## src/include/expander_settings.svh

```systemverilog
// output expander build settings
`ifndef EXPANDER_SETTINGS_SVH
`define EXPANDER_SETTINGS_SVH

`define EXP_P_CLK_FREQ 100   // main clock, MHz
`define EXP_S_CLK_FREQ 10    // serial clock, MHz
`define EXP_DATA_BITS 32     // length of the external chain

// 0 sends bit 0 first, 1 sends the top bit first
`define EXP_CODE_ENDIAN 0

`define EXP_LATCH_CYCLES 5   // storage latch pulse, main clocks

`endif
```

## src/logic/expander_pkg.sv

```systemverilog
// output expander types
`default_nettype none

package expander_pkg;

	// host command opcodes
	typedef enum logic [1:0] {
		OP_WRITE  = 2'd0, // image = arg
		OP_SET    = 2'd1, // image | mask
		OP_CLEAR  = 2'd2, // image & ~mask
		OP_TOGGLE = 2'd3  // image ^ mask
	} exp_op_t;

	// update sequencer states
	typedef enum logic [1:0] {
		SEQ_IDLE  = 2'd0,
		SEQ_START = 2'd1, // start pulse to engine
		SEQ_SHIFT = 2'd2, // waiting for finish
		SEQ_LATCH = 2'd3  // storage latch high
	} seq_state_t;

endpackage

`default_nettype wire

```

## src/logic/output_expander.sv

```systemverilog
// serial output expander top
`timescale 1ns/1ps
`default_nettype none
`include "expander_settings.svh"

module output_expander
	import expander_pkg::*;
(
	input  wire                       clk,
	input  wire                       rst,
	input  wire                       cmd_valid,
	input  wire exp_op_t              cmd_op,
	input  wire [`EXP_DATA_BITS-1:0]  cmd_arg,
	output logic [`EXP_DATA_BITS-1:0] image,
	output logic                      pending,
	output logic                      s_clk,
	output logic                      s_clr,
	output logic                      s_dat,
	output logic                      s_lat
);

	wire                      upd_valid;
	wire                      upd_ready;
	wire [`EXP_DATA_BITS-1:0] upd_data;
	wire [`EXP_DATA_BITS-1:0] frame; // stable word for the engine
	wire                      start;
	wire                      finish;

	shadow_register u_shadow (
		.clk       (clk),
		.rst       (rst),
		.cmd_valid (cmd_valid),
		.cmd_op    (cmd_op),
		.cmd_arg   (cmd_arg),
		.upd_ready (upd_ready),
		.upd_valid (upd_valid),
		.upd_data  (upd_data),
		.image     (image)
	);

	update_sequencer u_seq (
		.clk       (clk),
		.rst       (rst),
		.upd_valid (upd_valid),
		.upd_data  (upd_data),
		.upd_ready (upd_ready),
		.frame     (frame),
		.start     (start),
		.finish    (finish),
		.s_lat     (s_lat),
		.pending   (pending)
	);

	parallel2serial #(
		.P_CLK_FREQ  (`EXP_P_CLK_FREQ),
		.S_CLK_FREQ  (`EXP_S_CLK_FREQ),
		.DATA_BITS   (`EXP_DATA_BITS),
		.CODE_ENDIAN (`EXP_CODE_ENDIAN)
	) u_p2s (
		.clk    (clk),
		.rst    (rst),
		.data   (frame),
		.start  (start),
		.busy   (), // sequencer tracks finish instead
		.finish (finish),
		.s_clk  (s_clk),
		.s_clr  (s_clr),
		.s_dat  (s_dat)
	);

endmodule

`default_nettype wire

```

## src/logic/parallel2serial.sv

```systemverilog
// parallel to serial shift engine
`timescale 1ns/1ps
`default_nettype none

module parallel2serial #(
	parameter int P_CLK_FREQ  = 100, // main clock, MHz
	parameter int S_CLK_FREQ  = 10,  // serial clock, MHz
	parameter int DATA_BITS   = 32,
	parameter int CODE_ENDIAN = 0    // 1 sends msb first
) (
	input  wire                 clk,
	input  wire                 rst,
	input  wire [DATA_BITS-1:0] data,
	input  wire                 start,
	output logic                busy,
	output logic                finish,
	output logic                s_clk,
	output logic                s_clr,
	output logic                s_dat
);

	localparam int HALF   = 1 + (P_CLK_FREQ - 1) / S_CLK_FREQ / 2; // main clocks per half period
	localparam int CCNT_W = (HALF > 1) ? $clog2(HALF) : 1;
	localparam int DCNT_W = (DATA_BITS > 1) ? $clog2(DATA_BITS) : 1;
	localparam logic [CCNT_W-1:0] CCNT_LAST = CCNT_W'(HALF - 1);
	localparam logic [DCNT_W-1:0] DCNT_LAST = DCNT_W'(DATA_BITS - 1);

	typedef enum logic [1:0] {
		P2S_IDLE  = 2'd0,
		P2S_CLEAR = 2'd1, // s_clr high for one serial period
		P2S_WORK  = 2'd2, // shifting data out
		P2S_DONE  = 2'd3  // finish pulse
	} p2s_state_t;

	p2s_state_t        state;
	p2s_state_t        next_state;
	logic [DCNT_W-1:0] bit_cnt;
	logic [DCNT_W-1:0] next_bit_cnt;
	logic [CCNT_W-1:0] cyc_cnt;
	logic [DATA_BITS:0] buff; // one pad bit ahead of the data
	logic              fall_next;

	// s_clk falls on the next edge, so data moves one cycle before it
	assign fall_next = (cyc_cnt == CCNT_LAST) && s_clk;

	always_comb begin
		next_state   = state;
		next_bit_cnt = bit_cnt;
		case (state)
			P2S_IDLE: begin
				next_bit_cnt = '0;
				if (start) begin
					next_state = P2S_CLEAR;
				end
			end
			P2S_CLEAR: begin
				next_bit_cnt = '0;
				if (fall_next) begin
					next_state = P2S_WORK;
				end
			end
			P2S_WORK: begin
				if (fall_next) begin
					next_bit_cnt = bit_cnt + 1'b1;
					if (bit_cnt == DCNT_LAST) begin
						next_state = P2S_DONE;
					end
				end
			end
			P2S_DONE: begin
				next_state   = P2S_IDLE;
				next_bit_cnt = '0;
			end
			default: begin
				next_state = P2S_IDLE;
			end
		endcase
	end

	always_ff @(posedge clk) begin
		if (rst) begin
			state   <= P2S_IDLE;
			bit_cnt <= '0;
		end else begin
			state   <= next_state;
			bit_cnt <= next_bit_cnt;
		end
	end

	// status outputs follow the state being entered
	always_ff @(posedge clk) begin
		if (rst) begin
			busy   <= 1'b0;
			finish <= 1'b0;
			s_clr  <= 1'b0;
		end else begin
			busy   <= (next_state == P2S_CLEAR) || (next_state == P2S_WORK);
			finish <= (next_state == P2S_DONE);
			s_clr  <= (next_state == P2S_CLEAR);
		end
	end

	// word is loaded throughout clear, pad bit leaves on the first fall
	always_ff @(posedge clk) begin
		case (next_state)
			P2S_IDLE, P2S_DONE: begin
				buff <= '0;
			end
			P2S_CLEAR: begin
				if (CODE_ENDIAN != 0) begin
					buff <= {1'b0, data};
				end else begin
					buff <= {data, 1'b0};
				end
			end
			P2S_WORK: begin
				if (fall_next) begin
					if (CODE_ENDIAN != 0) begin
						buff <= {buff[DATA_BITS-1:0], 1'b0};
					end else begin
						buff <= {1'b0, buff[DATA_BITS:1]};
					end
				end
			end
			default: begin
				buff <= '0;
			end
		endcase
	end

	assign s_dat = (CODE_ENDIAN != 0) ? buff[DATA_BITS] : buff[0];

	// serial clock, low whenever the engine is idle
	always_ff @(posedge clk) begin
		if (rst || state == P2S_IDLE || state == P2S_DONE) begin
			cyc_cnt <= '0;
			s_clk   <= 1'b0;
		end else if (cyc_cnt == CCNT_LAST) begin
			cyc_cnt <= '0;
			s_clk   <= ~s_clk;
		end else begin
			cyc_cnt <= cyc_cnt + 1'b1;
		end
	end

endmodule

`default_nettype wire

```

## src/logic/update_sequencer.sv

```systemverilog
// pin update sequencer
`timescale 1ns/1ps
`default_nettype none
`include "expander_settings.svh"

module update_sequencer
	import expander_pkg::*;
(
	input  wire                       clk,
	input  wire                       rst,
	input  wire                       upd_valid,
	input  wire [`EXP_DATA_BITS-1:0]  upd_data,
	output logic                      upd_ready,
	output logic [`EXP_DATA_BITS-1:0] frame,
	output logic                      start,
	input  wire                       finish,
	output logic                      s_lat,
	output logic                      pending
);

	localparam int LAT_CYCLES = `EXP_LATCH_CYCLES;
	localparam int LAT_W      = $clog2(LAT_CYCLES + 1);
	localparam logic [LAT_W-1:0] LAT_LAST = LAT_W'(LAT_CYCLES - 1);

	seq_state_t       state;
	logic [LAT_W-1:0] lat_cnt; // cycles of latch pulse so far

	always_ff @(posedge clk) begin
		if (rst) begin
			state   <= SEQ_IDLE;
			lat_cnt <= '0;
		end else begin
			case (state)
				SEQ_IDLE: begin
					if (upd_valid) begin
						state <= SEQ_START; // ready is high here
					end
				end
				SEQ_START: begin
					state <= SEQ_SHIFT;
				end
				SEQ_SHIFT: begin
					if (finish) begin
						state   <= SEQ_LATCH;
						lat_cnt <= '0;
					end
				end
				SEQ_LATCH: begin
					if (lat_cnt == LAT_LAST) begin
						state <= SEQ_IDLE;
					end else begin
						lat_cnt <= lat_cnt + 1'b1;
					end
				end
				default: begin
					state <= SEQ_IDLE;
				end
			endcase
		end
	end

	// snapshot held for the whole shift
	always_ff @(posedge clk) begin
		if (upd_valid && upd_ready) begin
			frame <= upd_data;
		end
	end

	assign upd_ready = (state == SEQ_IDLE);
	assign start     = (state == SEQ_START); // one cycle after hand-over
	assign s_lat     = (state == SEQ_LATCH); // s_clk is parked low by now
	assign pending   = (state != SEQ_IDLE) || upd_valid;

endmodule

`default_nettype wire

```

## src/logic/shadow_register.sv

```systemverilog
// shadow pin image
`timescale 1ns/1ps
`default_nettype none
`include "expander_settings.svh"

module shadow_register
	import expander_pkg::*;
(
	input  wire                       clk,
	input  wire                       rst,
	input  wire                       cmd_valid,
	input  wire exp_op_t              cmd_op,
	input  wire [`EXP_DATA_BITS-1:0]  cmd_arg,
	input  wire                       upd_ready,
	output logic                      upd_valid,
	output logic [`EXP_DATA_BITS-1:0] upd_data,
	output logic [`EXP_DATA_BITS-1:0] image
);

	localparam int W = `EXP_DATA_BITS;

	logic [W-1:0] image_q;
	logic [W-1:0] image_next;
	logic         dirty; // image not yet handed to the sequencer

	// result of the incoming command
	always_comb begin
		case (cmd_op)
			OP_WRITE: begin
				image_next = cmd_arg;
			end
			OP_SET: begin
				image_next = image_q | cmd_arg;
			end
			OP_CLEAR: begin
				image_next = image_q & ~cmd_arg;
			end
			OP_TOGGLE: begin
				image_next = image_q ^ cmd_arg;
			end
			default: begin
				image_next = image_q;
			end
		endcase
	end

	always_ff @(posedge clk) begin
		if (rst) begin
			image_q <= '0;
			dirty   <= 1'b0;
		end else begin
			if (cmd_valid) begin
				image_q <= image_next;
				dirty   <= 1'b1; // set even if no bit changed
			end else if (upd_valid && upd_ready) begin
				dirty   <= 1'b0; // handed over, nothing newer
			end
		end
	end

	// a command in the hand-over cycle keeps dirty high,
	// so later commands merge into one pending update
	assign upd_valid = dirty;
	assign upd_data  = image_q; // always the current image
	assign image     = image_q;

endmodule

`default_nettype wire

```

## config.mk

```make
export PLATFORM = sky130hd
export DESIGN_NAME = output_expander
export DESIGN_NICKNAME = d
export VERILOG_FILES = /design/src/logic/expander_pkg.sv /design/src/logic/output_expander.sv /design/src/logic/parallel2serial.sv /design/src/logic/update_sequencer.sv /design/src/logic/shadow_register.sv
export VERILOG_INCLUDE_DIRS = /design/src /design/src/include
export SDC_FILE = /design/constraint.sdc
export NUM_CORES = 1
export LEC_CHECK = 0
export BUFFER_PORTS_ARGS = -buffer_cell sky130_fd_sc_hd__buf_2
export CAP_MARGIN = 10
export CORE_ASPECT_RATIO = 0.5
export CORE_MARGIN = 2
export CORE_UTILIZATION = 50
export CTS_CLUSTER_DIAMETER = 80
export DETAILED_ROUTE_END_ITERATION = 7
export GPL_TIMING_DRIVEN = 0
export PLACE_DENSITY = 0.73
export SYNTH_ARGS = -nofsm -noshare
export SYNTH_HDL_FRONTEND = slang
export SYNTH_SLANG_ARGS = --single-unit
```

## constraint.sdc

```tcl
create_clock -name clk -period 3.55 [get_ports clk]
set_input_delay 0.8875 -clock clk [delete_from_list [all_inputs] [get_ports clk]]
set_output_delay 0.8875 -clock clk [all_outputs]
set_load 0.005 [all_outputs]
```

* Yosys cells after proc, flatten, opt, wreduce, memory -nomap -nowiden
Index checks and enable logic that the tools add are counted.
Cells by class: add/sub/neg operators 3, eq/ne operators 21, multiplexer cells 19, bitwise logic cells 5, reduce and logical (&&, ||, !) cells 17
Operators with widths (number):
- $pmux 32 s4 | 1
- $pmux 33 s3 | 1
- $mux 33 | 1
- $and 32x32->32 | 1
- $not 32->32 | 1
- $or 32x32->32 | 1
- $xor 32x32->32 | 1
- $eq 2x2->1 const B | 8
- $pmux 2 s4 | 2
- $mux 2 | 7
- $pmux 5 s2 | 1
- $eq 2x1->1 const B | 4
- $logic_not 2->1 | 4
- $ne 2x1->1 const B | 4
- $add 3x1->3 const B | 2
- $eq 3x3->1 const B | 2
- $mux 3 | 2
- $pmux 3 s2 | 1
- $reduce_and 3->1 | 2
- $reduce_bool 2->1 | 3
- $add 5x1->5 const B | 1
- $eq 5x5->1 const B | 1
- $mux 5 | 1
- $ne 2x2->1 const B | 2
- 6 further kinds | 11
Word-level totals: register bits 116, input port bits 37, output and inout bits 37, logic and storage cells 77

* Depth between registers and ports, before layout
depth after elaboration 7, mapped depth 11, mapped depth without buffers 9

* Hierarchy
From an unflattened synthesis, not the netlist that was laid out.
Unflattened totals: cells, all modules 636, area, all modules 6767.7 um^2
By module, submodules not included:
- shadow_register | times used 1, cells each 387, area each 3373.2 um^2, seq. area each 660.6 um^2
- parallel2serial | times used 1, cells each 178, area each 2054.5 um^2, seq. area each 1271.2 um^2
- update_sequencer | times used 1, cells each 71, area each 1340.0 um^2, seq. area each 1061.0 um^2

* Worst setup path before layout
Ideal clock, no wire load.
path type register -> register, start reg u_p2s.bit_cnt[0], end reg u_p2s.buff[0], enable pin, library setup time 485 ps, arrival time 2399 ps, required time 3065 ps, path slack 666 ps, cell stages (with the launch flop) 11, buffers on the path 2, clock period less this slack 2884 ps, path through dfxtp_1 > ha_1 > and3_1 > ha_1 > nand2_1 > o22ai_1 > o21ai_0 > ha_1 > clkbuf_1 > clkbuf_1 > nand2_1
Between the ends: word-level cells in the longest chain between the ends 6
Ends and longest elaborated chain:
- from (decl) | line parallel2serial.sv:37 | logic [DCNT_W-1:0] bit_cnt;
- from (signal assigned) | line parallel2serial.sv:86 | bit_cnt <= next_bit_cnt;
- $eq 5x5->1 | line parallel2serial.sv:65 | if (bit_cnt == DCNT_LAST) begin
- $mux 2 | line parallel2serial.sv:65
- $mux 2 | line parallel2serial.sv:63 | if (fall_next) begin
- $pmux 2 s4 | line parallel2serial.sv:49 | case (state)
- $eq 2x2->1
- $ne 2x1->1 (no source line)
- to (signal assigned) | line parallel2serial.sv:111 | buff <= {1'b0, data};
- to (signal assigned) | line parallel2serial.sv:113 | buff <= {data, 1'b0};
- to (signal assigned) | line parallel2serial.sv:119 | buff <= {buff[DATA_BITS-1:0], 1'b0};
- to (decl) | line parallel2serial.sv:40 | logic [DATA_BITS:0] buff;
No other way between the ends. A chain may end at the register's enable or synchronous reset.

* Worst setup path after layout
start reg u_p2s.cyc_cnt[0], end reg u_p2s.buff[1], enable pin
Between the ends: word-level cells in the longest chain between the ends 6, elaborated cells between the ends (all ways) 7, those cells by class eq/ne (3); mux (3); reduce/logical (1)
Ends and longest elaborated chain:
- from (decl) | line parallel2serial.sv:39 | logic [CCNT_W-1:0] cyc_cnt;
- from (signal assigned) | line parallel2serial.sv:142 | cyc_cnt <= cyc_cnt + 1'b1;
- $eq 3x3->1 * | line parallel2serial.sv:44 | assign fall_next = (cyc_cnt == CCNT_LAST) && s_clk;
- $logic_and 1x1->1 * | line parallel2serial.sv:44
- $mux 2, on equally long branches | line parallel2serial.sv:63, parallel2serial.sv:58
- $pmux 2 s4 * | line parallel2serial.sv:49
- via u_p2s.next_state[1] | line parallel2serial.sv:36 | p2s_state_t next_state;
- $eq 2x2->1 *
- $ne 2x1->1 (no source line) *
The timed path passes the listed nets; every way through them passes the cells marked *.

==> results.tsv <==
stage	metric	value	unit
logic_synthesis	share of the yosys chip area belonging to registers	0.4425	
clock_network	TritonCTS clock tree	done	
run_status	status	finished, final reports clean	
finish	Fillers	1015	
setup_path	Critical Path Max Stage Delay	0.49	ns
sta	RSZ-0062 raised after global routing	no	
setup_path	Worst EP required	3.72	ns
sta	max-slew violation count	0	
worst_hold_path	hold path start	u_p2s.cyc_cnt[0]	
power_and_ir_drop	PD cells	566.7	nW/um2
global_route	GR Overflow Total	0	
logic_synthesis	Async SR Flop Fraction	0	
finish	layout cells sized above 1	0.2536	
logic_synthesis	Gate Count Post-Synth	595	
setup_path	Top delay family on crit path	buffers and inverters	
logic_synthesis	post-synth cell types	38	
sta	Fin Setup TNS	0	ns
logic_synthesis	post-synthesis register bit count	116	
logic_synthesis	simple-gate share of the synthesized area	0.08046	
sta	Slew @ Worst Pin	0.8031	ns
worst_hold_path	Worst Hold Class	reg -> reg	
power_and_ir_drop	peak supply drop	0.0004466	V
drt	Vias	4495	
placed_design	Final GP Congestion	0.8171	
die	core area	12880	um2
setup_path	CP Launch Point	u_p2s.cyc_cnt[0]	
global_route	initial antenna violation count	0	
placed_design	number of port buffers	70	
finish	Multi-input gate area	3028	um2
power_and_ir_drop	Power Total	4501	uW
setup_path	CP max FO	19	
drt	DRC Markers	0	
drt	routed wire length	13270	um
logic_synthesis	mux cell area share after synthesis	0.1103	
setup_path	CP Cell Sequence	inv_1 > ha_1 > nand3_1 > o21ai_0 > ha_1 > clkbuf_1 > clkbuf_1 > nand2_2 > buf_16	
drt	WL per Instance	15.29	um
setup_path	worst r2r src	u_p2s.cyc_cnt[0]	
global_route	Tot GR Track Use	0.1948	
clock_network	CTS H-tree lvls	4	
logic_synthesis	Synth area leader	edfxtp_1	
sta	hold_ws	0.4582	ns
drt	starting DRC count in detailed routing	330	
logic_synthesis	Syn Nets	710	
setup_path	r2r setup slk	0.29	ns
finish	final instance area	7941	um2
logic_synthesis	post-synthesis compound-gate area fraction	0.1103	
clock_network	CTS Buffer Depth	2	
sta	Tmin final	3.258	ns
setup_path	Crit path buffers/inverters	4	
setup_path	WP data arrival	3.42	ns
clock_network	Root Buffer	clkbuf_16	
setup_path	Crit Path Class	reg -> reg	
die	FP Rows	29	
die	Initial Util	0.5215	
die	die height	85.96	um
die	Chip Width	167.9	um
drt	first drt pass iteration count	5	
clock_network	Inserted Clock Buffers	17	
logic_synthesis	Synth Area in Adders	0.1453	
setup_path	crit end category	register	
logic_synthesis	combinational family with the most area after synthesis	adder cells	
clock_network	TritonCTS Sinks	116	
logic_synthesis	xor and xnor area share after synthesis	0.003911	
die	Die ar.	14430	um2
clock_network	Clock Pin Slew Worst Setup and Hold Paths	0.06	ns
logic_synthesis	Synth top cells by count	142 x inv_1, 78 x ha_1, 65 x edfxtp_1	
logic_synthesis	Yosys warning count	0	
placed_design	Post-DP HPWL	9510	um
drt	post-route ant nets	0	
placed_design	DP Area	7310	um2
global_route	global-route wire length before repair	21840	um
power_and_ir_drop	static leakage	0.003445	uW
logic_synthesis	mapped cell area	6718	um2
logic_synthesis	Post-synth EDFFs	65	
finish	area grow syn2layout	18.22	%
finish	Register Area	2973	um2
logic_synthesis	share of the synthesized area in the top cell type	0.2906	
finish	fin cells	868	
logic_synthesis	Top FF cell, synth	edfxtp_1	
finish	Final #Nets	800	
sta	skew final	0.01105	ns
clock_network	worst-skew pair later-pin latency	0.41	ns
setup_path	Critical-path top delay cell	clkbuf_1	
logic_synthesis	most common cell in the netlist	inv_1	
logic_synthesis	ranking of synthesized cells by area	edfxtp_1 29%, dfxtp_1 15%, ha_1 15%	
finish	antenna diode count	0	
sta	Final period util	0.9179	
clock_network	Setup Buffers After CTS	0	
sta	worst rel slew slack	0.4646	
global_route	largest net degree at the start of global routing	33	
drt	Vias per Instance	5.179	
placed_design	dpl cells	836	
flow_run	Max-Cap Viols	0	
setup_path	critical path startpoint category	register	
sta	Finish-stage setup viols	0	
die	I/O Pins	74	
global_route	vias in the first global route	4534	
logic_synthesis	Avg Cell Area, Syn	11.29	um2
sta	fmax	306.9	MHz
sta	Final Hold Fails	0	
-- cell families after synthesis --
| logic type | after synthesis |
|---|---|
| AO/OA/AOI/OAI | 86 |
| AND/OR/NAND/NOR | 106 |
| multiplexers | 34 |
| adder cells (fa/ha/maj) | 78 |
| XOR/XNOR | 3 |
| buffers and inverters | 172 |
| flip-flops | 116 |
-- worst register-to-register path, cell delays in order (launching register included) --
cell,delay [ns]
dfxtp_1,0.32
inv_1,0.06
ha_1,0.22
nand3_1,0.27
o21ai_0,0.46
ha_1,0.23
clkbuf_1,0.25
clkbuf_1,0.49
nand2_2,0.42
buf_16,0.29
-- layer usage --
metal | GRT usage | wire length [um]
met5 | 0 | 0
met2 | 0.3223 | 6137
met3 | 0.03876 | 567
met4 | 0.06087 | 142
met1 | 0.2625 | 6426
-- path summary, 6_finish.rpt --
| check | endpoint | cells after the start |
|---|---|---|
| worst max-delay path | u_p2s.buff[1] | 9 |
| worst min register to register | u_p2s.cyc_cnt[0] | 1 |
| worst max register to register | u_p2s.buff[1] | 9 |
| worst min-delay path | u_p2s.cyc_cnt[0] | 1 |
-- layout by cell type, fill, tap and decap left out, drive strengths merged, types with 2 or more instances in the layout --
cell / netlist / layout
inv: 142 / 146
a22oi: 31 / 31
ha: 78 / 78
o21ai: 6 / 6
or3: 2 / 2
nor2: 38 / 38
nor3b: 2 / 2
clkinvlp: 0 / 4
mux2i: 2 / 2
clkinv: 0 / 2
and2: 2 / 2
o22ai: 33 / 33
buf: 12 / 83
mux4: 32 / 32
edfxtp: 65 / 65
nand3: 3 / 3
xor2: 2 / 2
a21oi: 8 / 8
and3: 4 / 4
clkbuf: 18 / 38
dfxtp: 51 / 51
nor2b: 3 / 3
bufinv: 0 / 2
nand2b: 35 / 35
nand2: 12 / 12
nand4: 3 / 3
-- registers in the layout, indices dropped and copies added, names as in the netlist --
register            cells
u_p2s.buff             33
u_seq.frame            32
u_shadow.image         32
u_p2s.bit_cnt           5
u_p2s.cyc_cnt           3
u_seq.lat_cnt           3
u_p2s.state             2
u_seq.state             2
u_p2s.finish            1
u_p2s.s_clk             1
u_p2s.s_clr             1
u_shadow.upd_valid      1
-- metrics by stage --
step	setup slack (ns)	util
global route	0.03229	0.6165
finish	0.2915	0.6165
global placement	-0.1317	0.5652
CTS	0.05591	0.6163
detailed placement	0.07905	0.5675
floorplan	0.6661	-
-- final cells by class --
cell class,count,area share
Buffer,30,0.02363
Clock buffer,20,0.06160
Clock inverter,12,0.01765
Inverter,142,0.06712
Multi-Input combinational cell,307,0.3813
Sequential cell,116,0.3743
Tap cell,170,0.02678
Timing Repair Buffer,71,0.04758
-- report_power, final --
group          internal, uW  total (uW)  switching, uW
clock                  1140        1790            645
sequential             1680        1790            109
combinational           378         922            544
total                  3200        4500           1300
-- timing repair --
item | CTS | global route
setup endpoints to repair | 0 | 33
resized for setup | 0 | 1
hold buffers | 0 | 0
Power figures use the tool's default switching activity.
